### src/logic/epd_pkg.sv
package epd_pkg;

    // Datapath geometry
    localparam int pix_per_clk = 4;
    localparam int cnt_w       = 11;

    // Clocks spent waiting after the input vsync before scanning
    localparam int vs_delay    = 8;
    // Ready leads its output beat by this many clocks
    localparam int pipe_delay  = 3;

    typedef enum logic [1:0] {
        scan_idle    = 2'd0,
        scan_waiting = 2'd1,
        scan_running = 2'd2
    } scan_state_e;

    typedef struct packed {
        logic [7:0]  vfp;
        logic [7:0]  vsync;
        logic [7:0]  vbp;
        logic [11:0] vact;
        logic [7:0]  hfp;
        logic [7:0]  hsync;
        logic [7:0]  hbp;
        logic [11:0] hact;  // counted in clocks, four pixels each
    } epd_timing_t;

    // One byte of the waveform RAM, four 2-bit entries
    typedef struct packed {
        logic        we;
        logic [11:0] addr;
        logic [7:0]  data;
    } lut_wr_t;

    // Region update request, left/right in pixels, top/bottom in lines
    typedef struct packed {
        logic [11:0] left;
        logic [11:0] right;
        logic [11:0] top;
        logic [11:0] bottom;
        logic [7:0]  length;
        logic        en;
    } op_req_t;

    // Per-pixel sequence mode, own frame counter
    typedef struct packed {
        logic       auto;
        logic       unused;
        logic [3:0] src;
        logic [5:0] fcnt;
        logic [3:0] tgt;
    } state_seq_t;

    // Auto sequence mode, frame count comes from the global counter
    typedef struct packed {
        logic       auto;
        logic [6:0] unused;
        logic [3:0] src;
        logic [3:0] tgt;
    } state_auto_t;

    typedef union packed {
        state_seq_t  seq;
        state_auto_t auto;
    } state_word_u;

    typedef struct packed {
        logic [5:0] seq;
        logic [3:0] tgt;
        logic [3:0] src;
    } lut_addr_t;

endpackage
### src/logic/pixel_pipe.sv
`timescale 1ns/1ps

module pixel_pipe
    import epd_pkg::*;
(
    input  logic                         clk,
    input  logic                         rst,
    input  logic                         fetch,
    input  logic                         frame_valid,
    input  logic [15:0]                  vin_pixel,
    input  logic [63:0]                  bi_pixel,
    input  logic [pix_per_clk-1:0]       in_region,
    input  logic [5:0]                   auto_fcnt,
    input  logic [5:0]                   lut_frames,
    input  logic                         init_active,
    input  logic [2*pix_per_clk-1:0]     rd_code,
    output lut_addr_t [pix_per_clk-1:0]  rd_addr,
    output logic [7:0]                   epd_sd,
    output logic [63:0]                  bo_pixel,
    output logic                         bo_valid
);

    logic                   s1_active;
    logic                   s2_active;
    logic [pix_per_clk-1:0] s1_region;
    logic [63:0]            new_word;
    logic [63:0]            s2_bi;
    logic [63:0]            s2_new;
    logic                   kill;

    // Data lags fetch by one clock, so the region flags are held one stage
    always_ff @(posedge clk) begin
        s1_region <= in_region;
    end

    for (genvar i = 0; i < pix_per_clk; i++) begin : g_lane
        state_word_u w_in;
        state_word_u w_out;
        logic [5:0]  fcnt;
        logic [5:0]  seq;
        logic [3:0]  src;

        assign w_in = bi_pixel[16*i +: 16];

        // Address decode differs between the two views
        assign fcnt = w_in.seq.auto ? auto_fcnt : w_in.seq.fcnt;
        assign src  = w_in.seq.auto ? w_in.auto.src : w_in.seq.src;
        assign seq  = lut_frames - fcnt;
        assign rd_addr[i] = '{seq: seq, tgt: w_in.seq.tgt, src: src};

        always_comb begin
            w_out = w_in;
            if (s1_region[i]) begin
                // Start a new transition towards the incoming pixel
                w_out.seq.auto   = 1'b0;
                w_out.seq.unused = 1'b0;
                w_out.seq.src    = w_in.seq.tgt;
                w_out.seq.fcnt   = lut_frames;
                w_out.seq.tgt    = vin_pixel[4*i +: 4];
            end else if (!w_in.seq.auto) begin
                if (w_in.seq.fcnt != 6'd0) begin
                    w_out.seq.fcnt = w_in.seq.fcnt - 6'd1;
                end else begin
                    w_out.seq.src = w_in.seq.tgt;
                end
            end
        end

        assign new_word[16*i +: 16] = w_out;
    end

    // Masked frames drive nothing and leave the framebuffer untouched
    assign kill = !frame_valid || init_active;

    always_ff @(posedge clk) begin
        s2_bi    <= bi_pixel;
        s2_new   <= new_word;
        bo_pixel <= kill ? s2_bi : s2_new;
    end

    always_ff @(posedge clk) begin
        if (rst) begin
            s1_active <= 1'b0;
            s2_active <= 1'b0;
            bo_valid  <= 1'b0;
            epd_sd    <= '0;
        end else begin
            s1_active <= fetch;
            s2_active <= s1_active;
            bo_valid  <= s2_active;
            epd_sd    <= (s2_active && !kill) ? rd_code : '0;
        end
    end

    a_bo_valid_lag: assert property (@(posedge clk) disable iff (rst)
        bo_valid == $past(fetch, 3));

endmodule

### config.mk
export PLATFORM = sky130hd
export DESIGN_NAME = pixel_pipe
export DESIGN_NICKNAME = d
export VERILOG_FILES = /design/src/logic/epd_pkg.sv /design/src/logic/pixel_pipe.sv
export SDC_FILE = /design/constraint.sdc
export NUM_CORES = 1
export LEC_CHECK = 0
export ABC_AREA = 1
export BUFFER_PORTS_ARGS = -buffer_cell sky130_fd_sc_hd__buf_2
export CORE_ASPECT_RATIO = 2
export CORE_MARGIN = 10
export CORE_UTILIZATION = 46
export CTS_CLUSTER_SIZE = 40
export DETAILED_ROUTE_END_ITERATION = 8
export PLACE_DENSITY = 0.73
export SYNTH_ARGS = -nofsm -noshare
export SYNTH_HDL_FRONTEND = slang
export SYNTH_SLANG_ARGS = --single-unit
### constraint.sdc
create_clock -name clk -period 1.5 [get_ports clk]
set_input_delay 0.075 -clock clk [delete_from_list [all_inputs] [get_ports clk]]
set_output_delay 0.075 -clock clk [all_outputs]
set_load 0.02 [all_outputs]
==> flow_metrics.env <==
export IMPL_fmax_mhz=658
export IMPL_grt_max_degree=34
export IMPL_netlist_area_sq_mm=0.00792
export IMPL_cp_end_kind="output port"
export IMPL_whs_path_depth=4
export IMPL_syn_to_final_growth_pct=51.3
export IMPL_synth_top_cells_by_area="dfxtp_1 52%, nand2_1 20%, inv_1 4.2%, ha_1 3.8%, o21ai_0 2.9%"
export IMPL_clkLatencyLatePin_ns=0.48
export IMPL_netlist_instances=992
export IMPL_io_buffers=237
export IMPL_max_vdd_ir_drop_v=0.00117
export IMPL_hold_slack_ns=-0.00129
export IMPL_grt_usage_pct=21.8
export IMPL_ys_types=32
export IMPL_hold_class="input pin to flop"
export IMPL_die_w_um=113
export IMPL_reg2reg_slack_ns=0.23
export IMPL_hold_viol=1
export IMPL_synth_top_area_cell="dfxtp_1"
export IMPL_avgViaCountPerCell=4.79
export IMPL_cts_htree_levels=1
export IMPL_synth_most_common_cell="nand2_1"
export IMPL_worst_slack_ns=-0.0197
export IMPL_ys_seq_area_share_pct=52.3
export IMPL_setup_worst_path_start_class="input pin"
export IMPL_firstDrtPassIters=4
export IMPL_grt_pass1_vias=8170
export IMPL_finalMaxSlewViolations=0
export IMPL_fin_crit_sh_pct=101
export IMPL_die_area_sq_mm=0.0232
export IMPL_rr_worst_depth=4
export IMPL_hold_path_end="s2_new[15]"
export IMPL_layout_min_cycle_time_ns=1.52
export IMPL_start_util_pct=47.0
export IMPL_ant_nets=0
export IMPL_max_slew_margin_pct=68.7
export IMPL_finalSetupViolations=2
export IMPL_core_area_sq_mm=0.0168
export IMPL_nets=1540
export IMPL_grt_pass1_wl_mm=41.3
export IMPL_globalRouteOverflowTotal=0
export IMPL_clock_skew_ns=0.0159
export IMPL_tightest_slew_ns=0.466
export IMPL_synth_edf_count=0
export IMPL_rows=67
export IMPL_vias=7757
export IMPL_required_ns=1.42
export IMPL_final_cell_area_sq_mm=0.0120
export IMPL_p_total_uw=14000
export IMPL_power_density_mw_per_mm2=1170
export IMPL_critPathMaxFanout=2
export IMPL_cts_buffer_depth=3
export IMPL_arrival_ns=1.44
export IMPL_dp_hpwl_mm=18.3
export IMPL_reg2reg_to="s2_new[18]"
export IMPL_synth_top_area_share_pct=52.3
export IMPL_clock_sink_count=207
export IMPL_remaining_drc_errors=0
export IMPL_drive_gt1_share_pct=32.2
export IMPL_rsz0062_at_grt="yes"
export IMPL_syn_nets=1129
export IMPL_violations="hold timing, setup timing"
export IMPL_drtIter0Drc=269
export IMPL_cts_root_buffer_cell="clkbuf_16"
export IMPL_critPathKind="input pin to output port"
export IMPL_wl_mm=26.7
export IMPL_ys_flop_type="dfxtp_1"
export IMPL_min_delay_start="bi_pixel[15]"
export IMPL_cts_buffers=18
export IMPL_setup_tns_ns=-0.0388
export IMPL_place_area_sq_mm=0.00968
export IMPL_gp_congestion=0.858
export IMPL_antenna_found_initial=2
export IMPL_fp_dieH_um=206
export IMPL_utilization_pct=71.1
export IMPL_dpl_worst_slack_ns=-0.229
export IMPL_synth_warnings=0
export IMPL_wl_per_cell_um=16.5
export IMPL_max_cap_violations=0
export IMPL_ys_async_sr_fraction_pct=0
export IMPL_synthTopCellsByCount="413 x nand2_1, 207 x dfxtp_1, 88 x inv_1"
export IMPL_ys_ff_latch=207
export IMPL_cts_tree="done"
export IMPL_p_leak_uw=0.00624
export IMPL_avgSynthCellArea_sq_um=7.98
export IMPL_status="finished, violations left"
export IMPL_ioPinCount=238
export IMPL_r2r_start="s1_region[1]"
export IMPL_clk_pin_slew_ns=0.07
[registers in the layout, indices dropped and copies added, names as in the netlist]
signal,cells
bo_pixel,64
bo_valid,1
epd_sd,8
s1_active,1
s1_region,4
s2_active,1
s2_bi,64
s2_new,64
[placed cells by master, fill, tap and decap left out, types with 3 or more instances in the layout]
cell type	n
a21oi_1	10
a21oi_2	7
buf_12	3
buf_2	216
buf_4	83
buf_6	18
buf_8	5
bufinv_16	4
clkbuf_16	19
dfxtp_1	207
dlygate4sd3_1	108
fa_2	4
ha_1	16
ha_2	3
ha_4	5
inv_1	79
inv_2	11
inv_6	5
nand2_1	400
nand2_2	21
nand2_4	3
nand3_1	36
nand3_2	4
nor2_1	35
nor2_2	3
nor2_4	10
o21ai_0	33
o21ai_1	6
o21ai_2	13
o21bai_1	5
xnor2_1	6
xor2_1	7
xor2_2	5
[repair_timing]
item,CTS,global route
pin swaps,28,43
resized for setup,76,62
gates cloned,0,2
hold buffers,108,0
setup buffers,6,7
hold endpoints to repair,134,0
setup endpoints to repair,19,32
[where the power goes]
part | switching, uW | leakage [uW] | total [uW] | internal, uW
logic | 1700 | 0.00419 | 2970 | 1270
registers | 101 | 0.00174 | 5990 | 5880
clock network | 1980 | 0.000313 | 5020 | 3040
[cell type report]
cell class	count	area (sq um)
fillers	1270	4870
flip-flops and latches	207	4140
multi-input cells	645	3410
repair buffers	433	3120
clock buffers	22	497
inverters	98	400
well taps	207	259
clock inverters	7	139
diodes	2	5.00
[worst max-delay path, cell delays in order]
cell	delay, ns
buf_8	0.10
inv_6	0.05
nor2_4	0.03
o21bai_1	0.15
ha_2	0.18
fa_2	0.36
o21ai_2	0.19
xor2_2	0.16
buf_6	0.14
[how the worst max path moves through the flow]
| stage | start | endpoint | slack [ns] |
|---|---|---|---|
| 6_report | bi_pixel[4] | rd_addr[12] | -0.02 |
| 5_1_grt | auto_fcnt[1] | rd_addr[12] | -0.1 |
| 4_1_cts | bi_pixel[52] | rd_addr[54] | -0.09 |
| 3_5_place_dp | bi_pixel[4] | rd_addr[12] | -0.23 |
| 3_3_place_gp | bi_pixel[4] | rd_addr[12] | -0.21 |
| 2_1_floorplan | bi_pixel[47] | rd_addr[40] | -0.02 |
[metrics by stage]
stage | std cells | hold WS, ns
final | 1621 | -0.00129
after floorplan | 992 | 0.103
after global placement | 1467 | 0.178
after detailed placement | 1467 | 0.179
after global routing | 1621 | 0.00570
after CTS | 1610 | 0.00284
[cell families after synthesis]
group	after synthesis	share of synthesized area, %
adders and majority gates	28	4.80
DFF	207	52.3
and+or+nand+nor	515	26.4
xor gates and xnor gates	19	2.10
AOI/OAI and AO/OA	81	5.75
buffers and inverters	142	8.61
[metal layers]
| layer | up-vias | track usage (%) | routed length, um |
|---|---|---|---|
| li1 | 3845 | - | - |
| met5 | - | 0 | 0 |
| met2 | 232 | 42.1 | 14900 |
| met1 | 3611 | 20.4 | 8880 |
| met3 | 69 | 5.31 | 1690 |
| met4 | 0 | 11.3 | 1230 |
Note: power is estimated with default switching activity, not from simulation.
