===== src/logic/epd_pkg.sv =====
package epd_pkg;

    // Datapath geometry
    localparam int pix_per_clk = 4;
    localparam int cnt_w       = 11;

    // Clocks spent waiting after the input vsync before scanning
    localparam int vs_delay    = 8;
    // Ready leads its output beat by this many clocks
    localparam int pipe_delay  = 3;

    typedef enum logic [1:0] {
        scan_idle    = 2'd0,
        scan_waiting = 2'd1,
        scan_running = 2'd2
    } scan_state_e;

    typedef struct packed {
        logic [7:0]  vfp;
        logic [7:0]  vsync;
        logic [7:0]  vbp;
        logic [11:0] vact;
        logic [7:0]  hfp;
        logic [7:0]  hsync;
        logic [7:0]  hbp;
        logic [11:0] hact;  // counted in clocks, four pixels each
    } epd_timing_t;

    // One byte of the waveform RAM, four 2-bit entries
    typedef struct packed {
        logic        we;
        logic [11:0] addr;
        logic [7:0]  data;
    } lut_wr_t;

    // Region update request, left/right in pixels, top/bottom in lines
    typedef struct packed {
        logic [11:0] left;
        logic [11:0] right;
        logic [11:0] top;
        logic [11:0] bottom;
        logic [7:0]  length;
        logic        en;
    } op_req_t;

    // Per-pixel sequence mode, own frame counter
    typedef struct packed {
        logic       auto;
        logic       unused;
        logic [3:0] src;
        logic [5:0] fcnt;
        logic [3:0] tgt;
    } state_seq_t;

    // Auto sequence mode, frame count comes from the global counter
    typedef struct packed {
        logic       auto;
        logic [6:0] unused;
        logic [3:0] src;
        logic [3:0] tgt;
    } state_auto_t;

    typedef union packed {
        state_seq_t  seq;
        state_auto_t auto;
    } state_word_u;

    typedef struct packed {
        logic [5:0] seq;
        logic [3:0] tgt;
        logic [3:0] src;
    } lut_addr_t;

endpackage

===== src/logic/scan_timing.sv =====
`timescale 1ns/1ps

module scan_timing
    import epd_pkg::*;
(
    input  logic        clk,
    input  logic        rst,
    input  epd_timing_t timing,
    input  logic        vin_vsync,
    input  logic        sys_ready,
    input  logic        global_en,
    input  logic        vin_valid,
    input  logic        bi_valid,
    output logic        fetch,
    output logic        frame_start,
    output logic [12:0] h_pix,
    output logic [11:0] v_line,
    output logic        frame_valid,
    output logic        epd_gdclk,
    output logic        epd_gdsp,
    output logic        epd_sdclk,
    output logic        epd_sdle,
    output logic        epd_sdce0
);

    scan_state_e           state;
    logic [cnt_w-1:0]      h_cnt;
    logic [cnt_w-1:0]      v_cnt;
    logic [12:0]           h_ext;
    logic [12:0]           v_ext;
    // Region boundaries, wide enough for the sum of all four fields
    logic [12:0]           hb_start;
    logic [12:0]           ha_start;
    logic [12:0]           htotal;
    logic [12:0]           vb_start;
    logic [12:0]           va_start;
    logic [12:0]           vtotal;
    logic [12:0]           fetch_lo;
    logic [12:0]           fetch_hi;
    logic [12:0]           h_off;
    logic [12:0]           v_off;
    logic                  running;
    logic                  in_vsync;
    logic                  in_vact;
    logic                  in_hfp;
    logic                  in_hsync;
    logic                  in_hbp;
    logic                  in_hact;
    logic                  fetch_d;
    logic [pipe_delay-1:0] act_dly;

    assign h_ext    = {2'b00, h_cnt};
    assign v_ext    = {2'b00, v_cnt};
    assign hb_start = {5'd0, timing.hfp} + {5'd0, timing.hsync};
    assign ha_start = hb_start + {5'd0, timing.hbp};
    assign htotal   = ha_start + {1'b0, timing.hact};
    assign vb_start = {5'd0, timing.vfp} + {5'd0, timing.vsync};
    assign va_start = vb_start + {5'd0, timing.vbp};
    assign vtotal   = va_start + {1'b0, timing.vact};

    always_ff @(posedge clk) begin
        if (rst) begin
            state <= scan_idle;
            h_cnt <= '0;
            v_cnt <= '0;
        end else begin
            case (state)
                scan_idle: begin
                    h_cnt <= '0;
                    v_cnt <= '0;
                    if (sys_ready && global_en && vin_vsync) begin
                        state <= scan_waiting;
                    end
                end
                scan_waiting: begin
                    if (frame_start) begin
                        state <= scan_running;
                        h_cnt <= '0;
                    end else begin
                        h_cnt <= h_cnt + cnt_w'(1);
                    end
                end
                scan_running: begin
                    if (h_ext == htotal - 13'd1) begin
                        h_cnt <= '0;
                        if (v_ext == vtotal - 13'd1) begin
                            state <= scan_idle;
                        end else begin
                            v_cnt <= v_cnt + cnt_w'(1);
                        end
                    end else begin
                        h_cnt <= h_cnt + cnt_w'(1);
                    end
                end
                default: state <= scan_idle;
            endcase
        end
    end

    assign frame_start = (state == scan_waiting) && (h_cnt == cnt_w'(vs_delay));

    // Region flags, only meaningful while running
    assign running  = (state == scan_running);
    assign in_vsync = running && (v_ext >= {5'd0, timing.vfp}) && (v_ext < vb_start);
    assign in_vact  = running && (v_ext >= va_start);
    assign in_hfp   = running && (h_ext < {5'd0, timing.hfp});
    assign in_hsync = running && (h_ext >= {5'd0, timing.hfp}) && (h_ext < hb_start);
    assign in_hbp   = running && (h_ext >= hb_start) && (h_ext < ha_start);
    assign in_hact  = running && (h_ext >= ha_start);

    // Fetch window opens pipe_delay clocks ahead of horizontal active
    assign fetch_lo = ha_start - 13'(pipe_delay);
    assign fetch_hi = htotal - 13'(pipe_delay);
    assign fetch    = in_vact && (h_ext >= fetch_lo) && (h_ext < fetch_hi);

    assign h_off  = h_ext - fetch_lo;
    assign v_off  = v_ext - va_start;
    assign h_pix  = {h_off[10:0], 2'b00};
    assign v_line = v_off[11:0];

    always_ff @(posedge clk) begin
        if (rst) begin
            fetch_d     <= 1'b0;
            frame_valid <= 1'b0;
            act_dly     <= '0;
            epd_gdclk   <= 1'b0;
        end else begin
            fetch_d   <= fetch;
            act_dly   <= {act_dly[pipe_delay-2:0], fetch};
            epd_gdclk <= in_hsync || in_hbp || in_hact;
            if (frame_start) begin
                frame_valid <= 1'b1;
            end else if (fetch_d && !vin_valid && !bi_valid) begin
                // Both FIFOs ran dry, mask the rest of the frame
                frame_valid <= 1'b0;
            end
        end
    end

    assign epd_gdsp  = !in_vsync;
    assign epd_sdle  = in_hsync;
    assign epd_sdclk = in_hfp || in_hsync || in_hact;
    assign epd_sdce0 = !act_dly[pipe_delay-1];

    a_state_legal: assert property (@(posedge clk) disable iff (rst)
        state inside {scan_idle, scan_waiting, scan_running});

    a_no_fetch_idle: assert property (@(posedge clk) disable iff (rst)
        (state == scan_idle) |-> !fetch);

endmodule


===== config.mk =====
export PLATFORM = sky130hd
export DESIGN_NAME = scan_timing
export DESIGN_NICKNAME = d
export VERILOG_FILES = /design/src/logic/epd_pkg.sv /design/src/logic/scan_timing.sv
export SDC_FILE = /design/constraint.sdc
export NUM_CORES = 1
export LEC_CHECK = 0
export ABC_AREA = 1
export CAP_MARGIN = 20
export CELL_PAD_IN_SITES_DETAIL_PLACEMENT = 0
export CELL_PAD_IN_SITES_GLOBAL_PLACEMENT = 1
export CORE_MARGIN = 5
export CORE_UTILIZATION = 40
export CTS_CLUSTER_DIAMETER = 120
export DETAILED_ROUTE_END_ITERATION = 16
export DONT_BUFFER_PORTS = 1
export GPL_TIMING_DRIVEN = 0
export PLACE_DENSITY_LB_ADDON = 0.1
export SKIP_CTS_REPAIR_TIMING = 1
export SYNTH_ARGS = -nofsm -noshare
export SYNTH_HDL_FRONTEND = slang
export SYNTH_SLANG_ARGS = --single-unit

===== constraint.sdc =====
create_clock -name clk -period 10.6 [get_ports clk]
set_input_delay 0.53 -clock clk [delete_from_list [all_inputs] [get_ports clk]]
set_output_delay 0.53 -clock clk [all_outputs]
set_load 0.1 [all_outputs]

==> impl_metrics.py <==
metrics = {
    "worst_hold_path": {
        "whs_path_depth": 2,
        "hp-start": "act_dly[1]",
        "hold_end": "act_dly[2]",
        "hp-class": "reg -> reg",
    },
    "global_route": {
        "grt_max_degree": 13,
        "overflow": 0,
        "antenna_found_initial": 0,
        "grt_pass1_vias": 6934,
        "grt_pass1_wl_um": 34270,
        "gr-usage-all-layers": 0.1904,
    },
    "finish": {
        "fin_util": 0.4447,
        "fin_nets": 1414,
        "layout-drive-gt1-share": 0.09168,
        "areaGrowthSynthToFinish_pct": 9.558,
        "final_cells": 1412,
        "fillCellCount": 2030,
        "num_antenna_cells": 0,
    },
    "synthesis": {
        "synth_top_cell_by_area": "ha_1",
        "ys_types": 48,
        "synth_fa_ha_area_frac": 0.2683,
        "synthMuxAreaShare": 0,
        "synth_ff_type": "dfxtp_1",
        "synth.avg_cell_area_um2": 6.528,
        "synth-xor-area-share": 0.09921,
        "synth_compound_area_frac": 0.1381,
        "yosys.area_share.simple": 0.3034,
        "yosysMostFrequentCell": "nand2_1",
        "ys_warn_count": 0,
        "synthDominantCellAreaShare": 0.2472,
        "synth-edff-count": 0,
        "synth_area_um2": 7592,
        "ys_top_cells_by_area": "ha_1 (25%), nand2_1 (11%), inv_1 (10%)",
        "synth_top_family_by_area": "simple AND/OR/NAND/NOR gates",
        "synth_cells": 1163,
        "ys_ff_latch": 29,
        "synthArstFlopShare": 0,
        "ys_seq_area_frac": 0.07647,
        "netlist_top_cells_count": "nand2_1 (216), inv_1 (209), ha_1 (150)",
    },
    "timing": {
        "timing.setup.tns_ns": 0,
        "clock.fmax_mhz": 137.3,
        "maxSlewHeadroom": 0.2205,
        "rsz0062_at_grt": "no",
        "period_share": 0.6871,
        "holdWs_ns": 0.4032,
        "finalHoldViolations": 0,
        "slew_violations": 0,
        "skew_ns": 0.003722,
        "worst_slew_pin_slew_ns": 1.168,
        "period_minus_slack_ns": 7.283,
        "setup_viol": 0,
    },
    "routing": {
        "via_per_inst": 5.004,
        "drt_iter0_drc": 240,
        "wl_um": 20860,
        "drcViolationCount": 0,
        "drt-wirelength-per-cell_um": 14.77,
        "firstDrtPassIters": 4,
        "drtAntennaViolNets": 0,
        "via_count": 7066,
    },
    "power": {
        "p_leak_uw": 0.004342,
        "peakVddDrop_mv": 0.1805,
        "p_per_area_nw_per_um2": 238.6,
        "power_uw": 1985,
    },
    "clocking": {
        "htree_levels": 2,
        "clkSinkCount": 29,
        "clockBufferDepth": 2,
        "cts-buffers-inserted": 5,
        "cts-root-buf": "clkbuf_16",
        "cts.clk_slew.worst_paths_ns": 0.05,
        "cts_tree": "built",
        "clock_latency_ns": 0.27,
    },
    "setup_path": {
        "max_stage_delay_ns": 0.66,
        "crit_path_end_kind": "output port",
        "regToRegStartpoint": "v_cnt[0]",
        "cp.arrival_ns": 6.75,
        "crit_path_start_kind": "input port",
        "crit_fanout": 6,
        "crit_type": "in -> out",
        "crit_slowest_cell": "inv_1",
        "reg2reg_to": "act_dly[0]",
        "reg2regPathDepth": 16,
        "rrSetupSlack_ns": 7.57,
        "worstPathRequired_ns": 10.07,
    },
    "floorplanning": {
        "die_w_um": 147.8,
        "initial_core_util": 0.4059,
        "io_pins": 112,
        "core_area_um2": 18710,
        "die-area_um2": 21840,
        "fp.dieH_um": 147.8,
        "std_cell_rows": 50,
    },
    "placed_design": {
        "gp_congestion": 0.8256,
        "port_buffers": 0,
        "dp_hpwl_um": 18150,
        "dp.cells": 1403,
    },
    "job": {
        "maxCapViolCount": 0,
    },
    "outcome": {
        "run_status": "complete, no violations",
    },
}
==> metal layers <==
metal / part of all wire / global-route usage / up-vias
met5: 0 / 0 / -
met3: 0.036 / 0.02269 / 8
met4: 0.0076 / 0.02377 / 0
met1: 0.44 / 0.2294 / 3140
met2: 0.52 / 0.3694 / 97
li1: - / - / 3821
==> placed cells by master (no fill, tap or decap), types with 3 or more instances in the layout <==
| cell | synthesis | routed |
|---|---|---|
| o21ai_0 | 25 | 25 |
| o221ai_1 | 3 | 3 |
| nand3_1 | 102 | 102 |
| xnor2_1 | 18 | 16 |
| nor2_1 | 82 | 81 |
| nor4_1 | 3 | 3 |
| nand4_1 | 15 | 15 |
| a31oi_1 | 7 | 7 |
| clkbuf_1 | 10 | 11 |
| inv_1 | 209 | 209 |
| xor2_2 | 0 | 16 |
| nand2_1 | 216 | 216 |
| nand3_2 | 9 | 9 |
| xor2_1 | 68 | 52 |
| dfxtp_1 | 29 | 29 |
| nor3_1 | 17 | 17 |
| o21bai_1 | 13 | 13 |
| a21oi_1 | 86 | 86 |
| a21oi_2 | 12 | 12 |
| o211ai_1 | 4 | 4 |
| buf_16 | 0 | 4 |
| ha_1 | 150 | 150 |
| nand2_4 | 8 | 8 |
| a21o_1 | 4 | 4 |
| o21a_1 | 4 | 4 |
| nor2_2 | 6 | 7 |
| a211oi_1 | 4 | 3 |
| clkbuf_16 | 0 | 5 |
| nand2_2 | 25 | 25 |
| fa_1 | 8 | 8 |
==> layout make-up <==
class                   instances  area, µm²  share of cell area
clock buffers                   6      128.9             0.01549
plain buffers                  14      77.57            0.009326
repair buffers                  6      140.1             0.01685
clock inverters                 2      10.01            0.001203
multi-input cells             911       6300              0.7574
flip-flops and latches         29      580.6             0.06980
well taps                     234      292.8             0.03520
inverters                     210      788.3             0.09477
==> cells by family after synthesis <==
kind of cell	after synthesis
other cells	1
xor+xnor	86
fa+ha+maj	158
flops	29
compound gates	173
simple gates	492
buf+inv	224
==> registers in the layout, summed over array words and instances, names as in the netlist <==
register     count
act_dly          3
state            2
h_cnt           11
epd_gdclk        1
frame_valid      1
v_cnt           11
==> power breakdown <==
part	switching, µW	internal (µW)
clock	50.7	86.1
sequential	5.57	114
combinational	1230	503
total	1280	703
==> metrics by stage <==
stage | setup WS [ns] | instance area [µm²]
CTS | 3.272 | 8290
floorplan | 4.584 | 7596
detailed placement | 3.296 | 8152
finish | 3.317 | 8318
global placement | 3.339 | 7889
global route | 2.815 | 8318
==> worst max-delay path, delay by kind of cell <==
family	cells	cell delay (ns)
XOR/XNOR	3	0.91
adder cells (fa/ha/maj)	5	1.58
AND/OR/NAND/NOR	7	0.71
AO/OA/AOI/OAI	9	1.99
buffers and inverters	5	1.01
==> worst max path at each step <==
stage,start,to,slack [ns],cells past startpoint
6_report,timing[20],fetch,3.32,29
5_1_grt,timing[20],fetch,2.82,29
4_1_cts,timing[20],fetch,3.27,29
3_5_place_dp,timing[20],fetch,3.30,29
3_3_place_gp,timing[20],fetch,3.34,29
2_1_floorplan,timing[20],fetch,4.58,29
(Power assumes the default switching activity.)
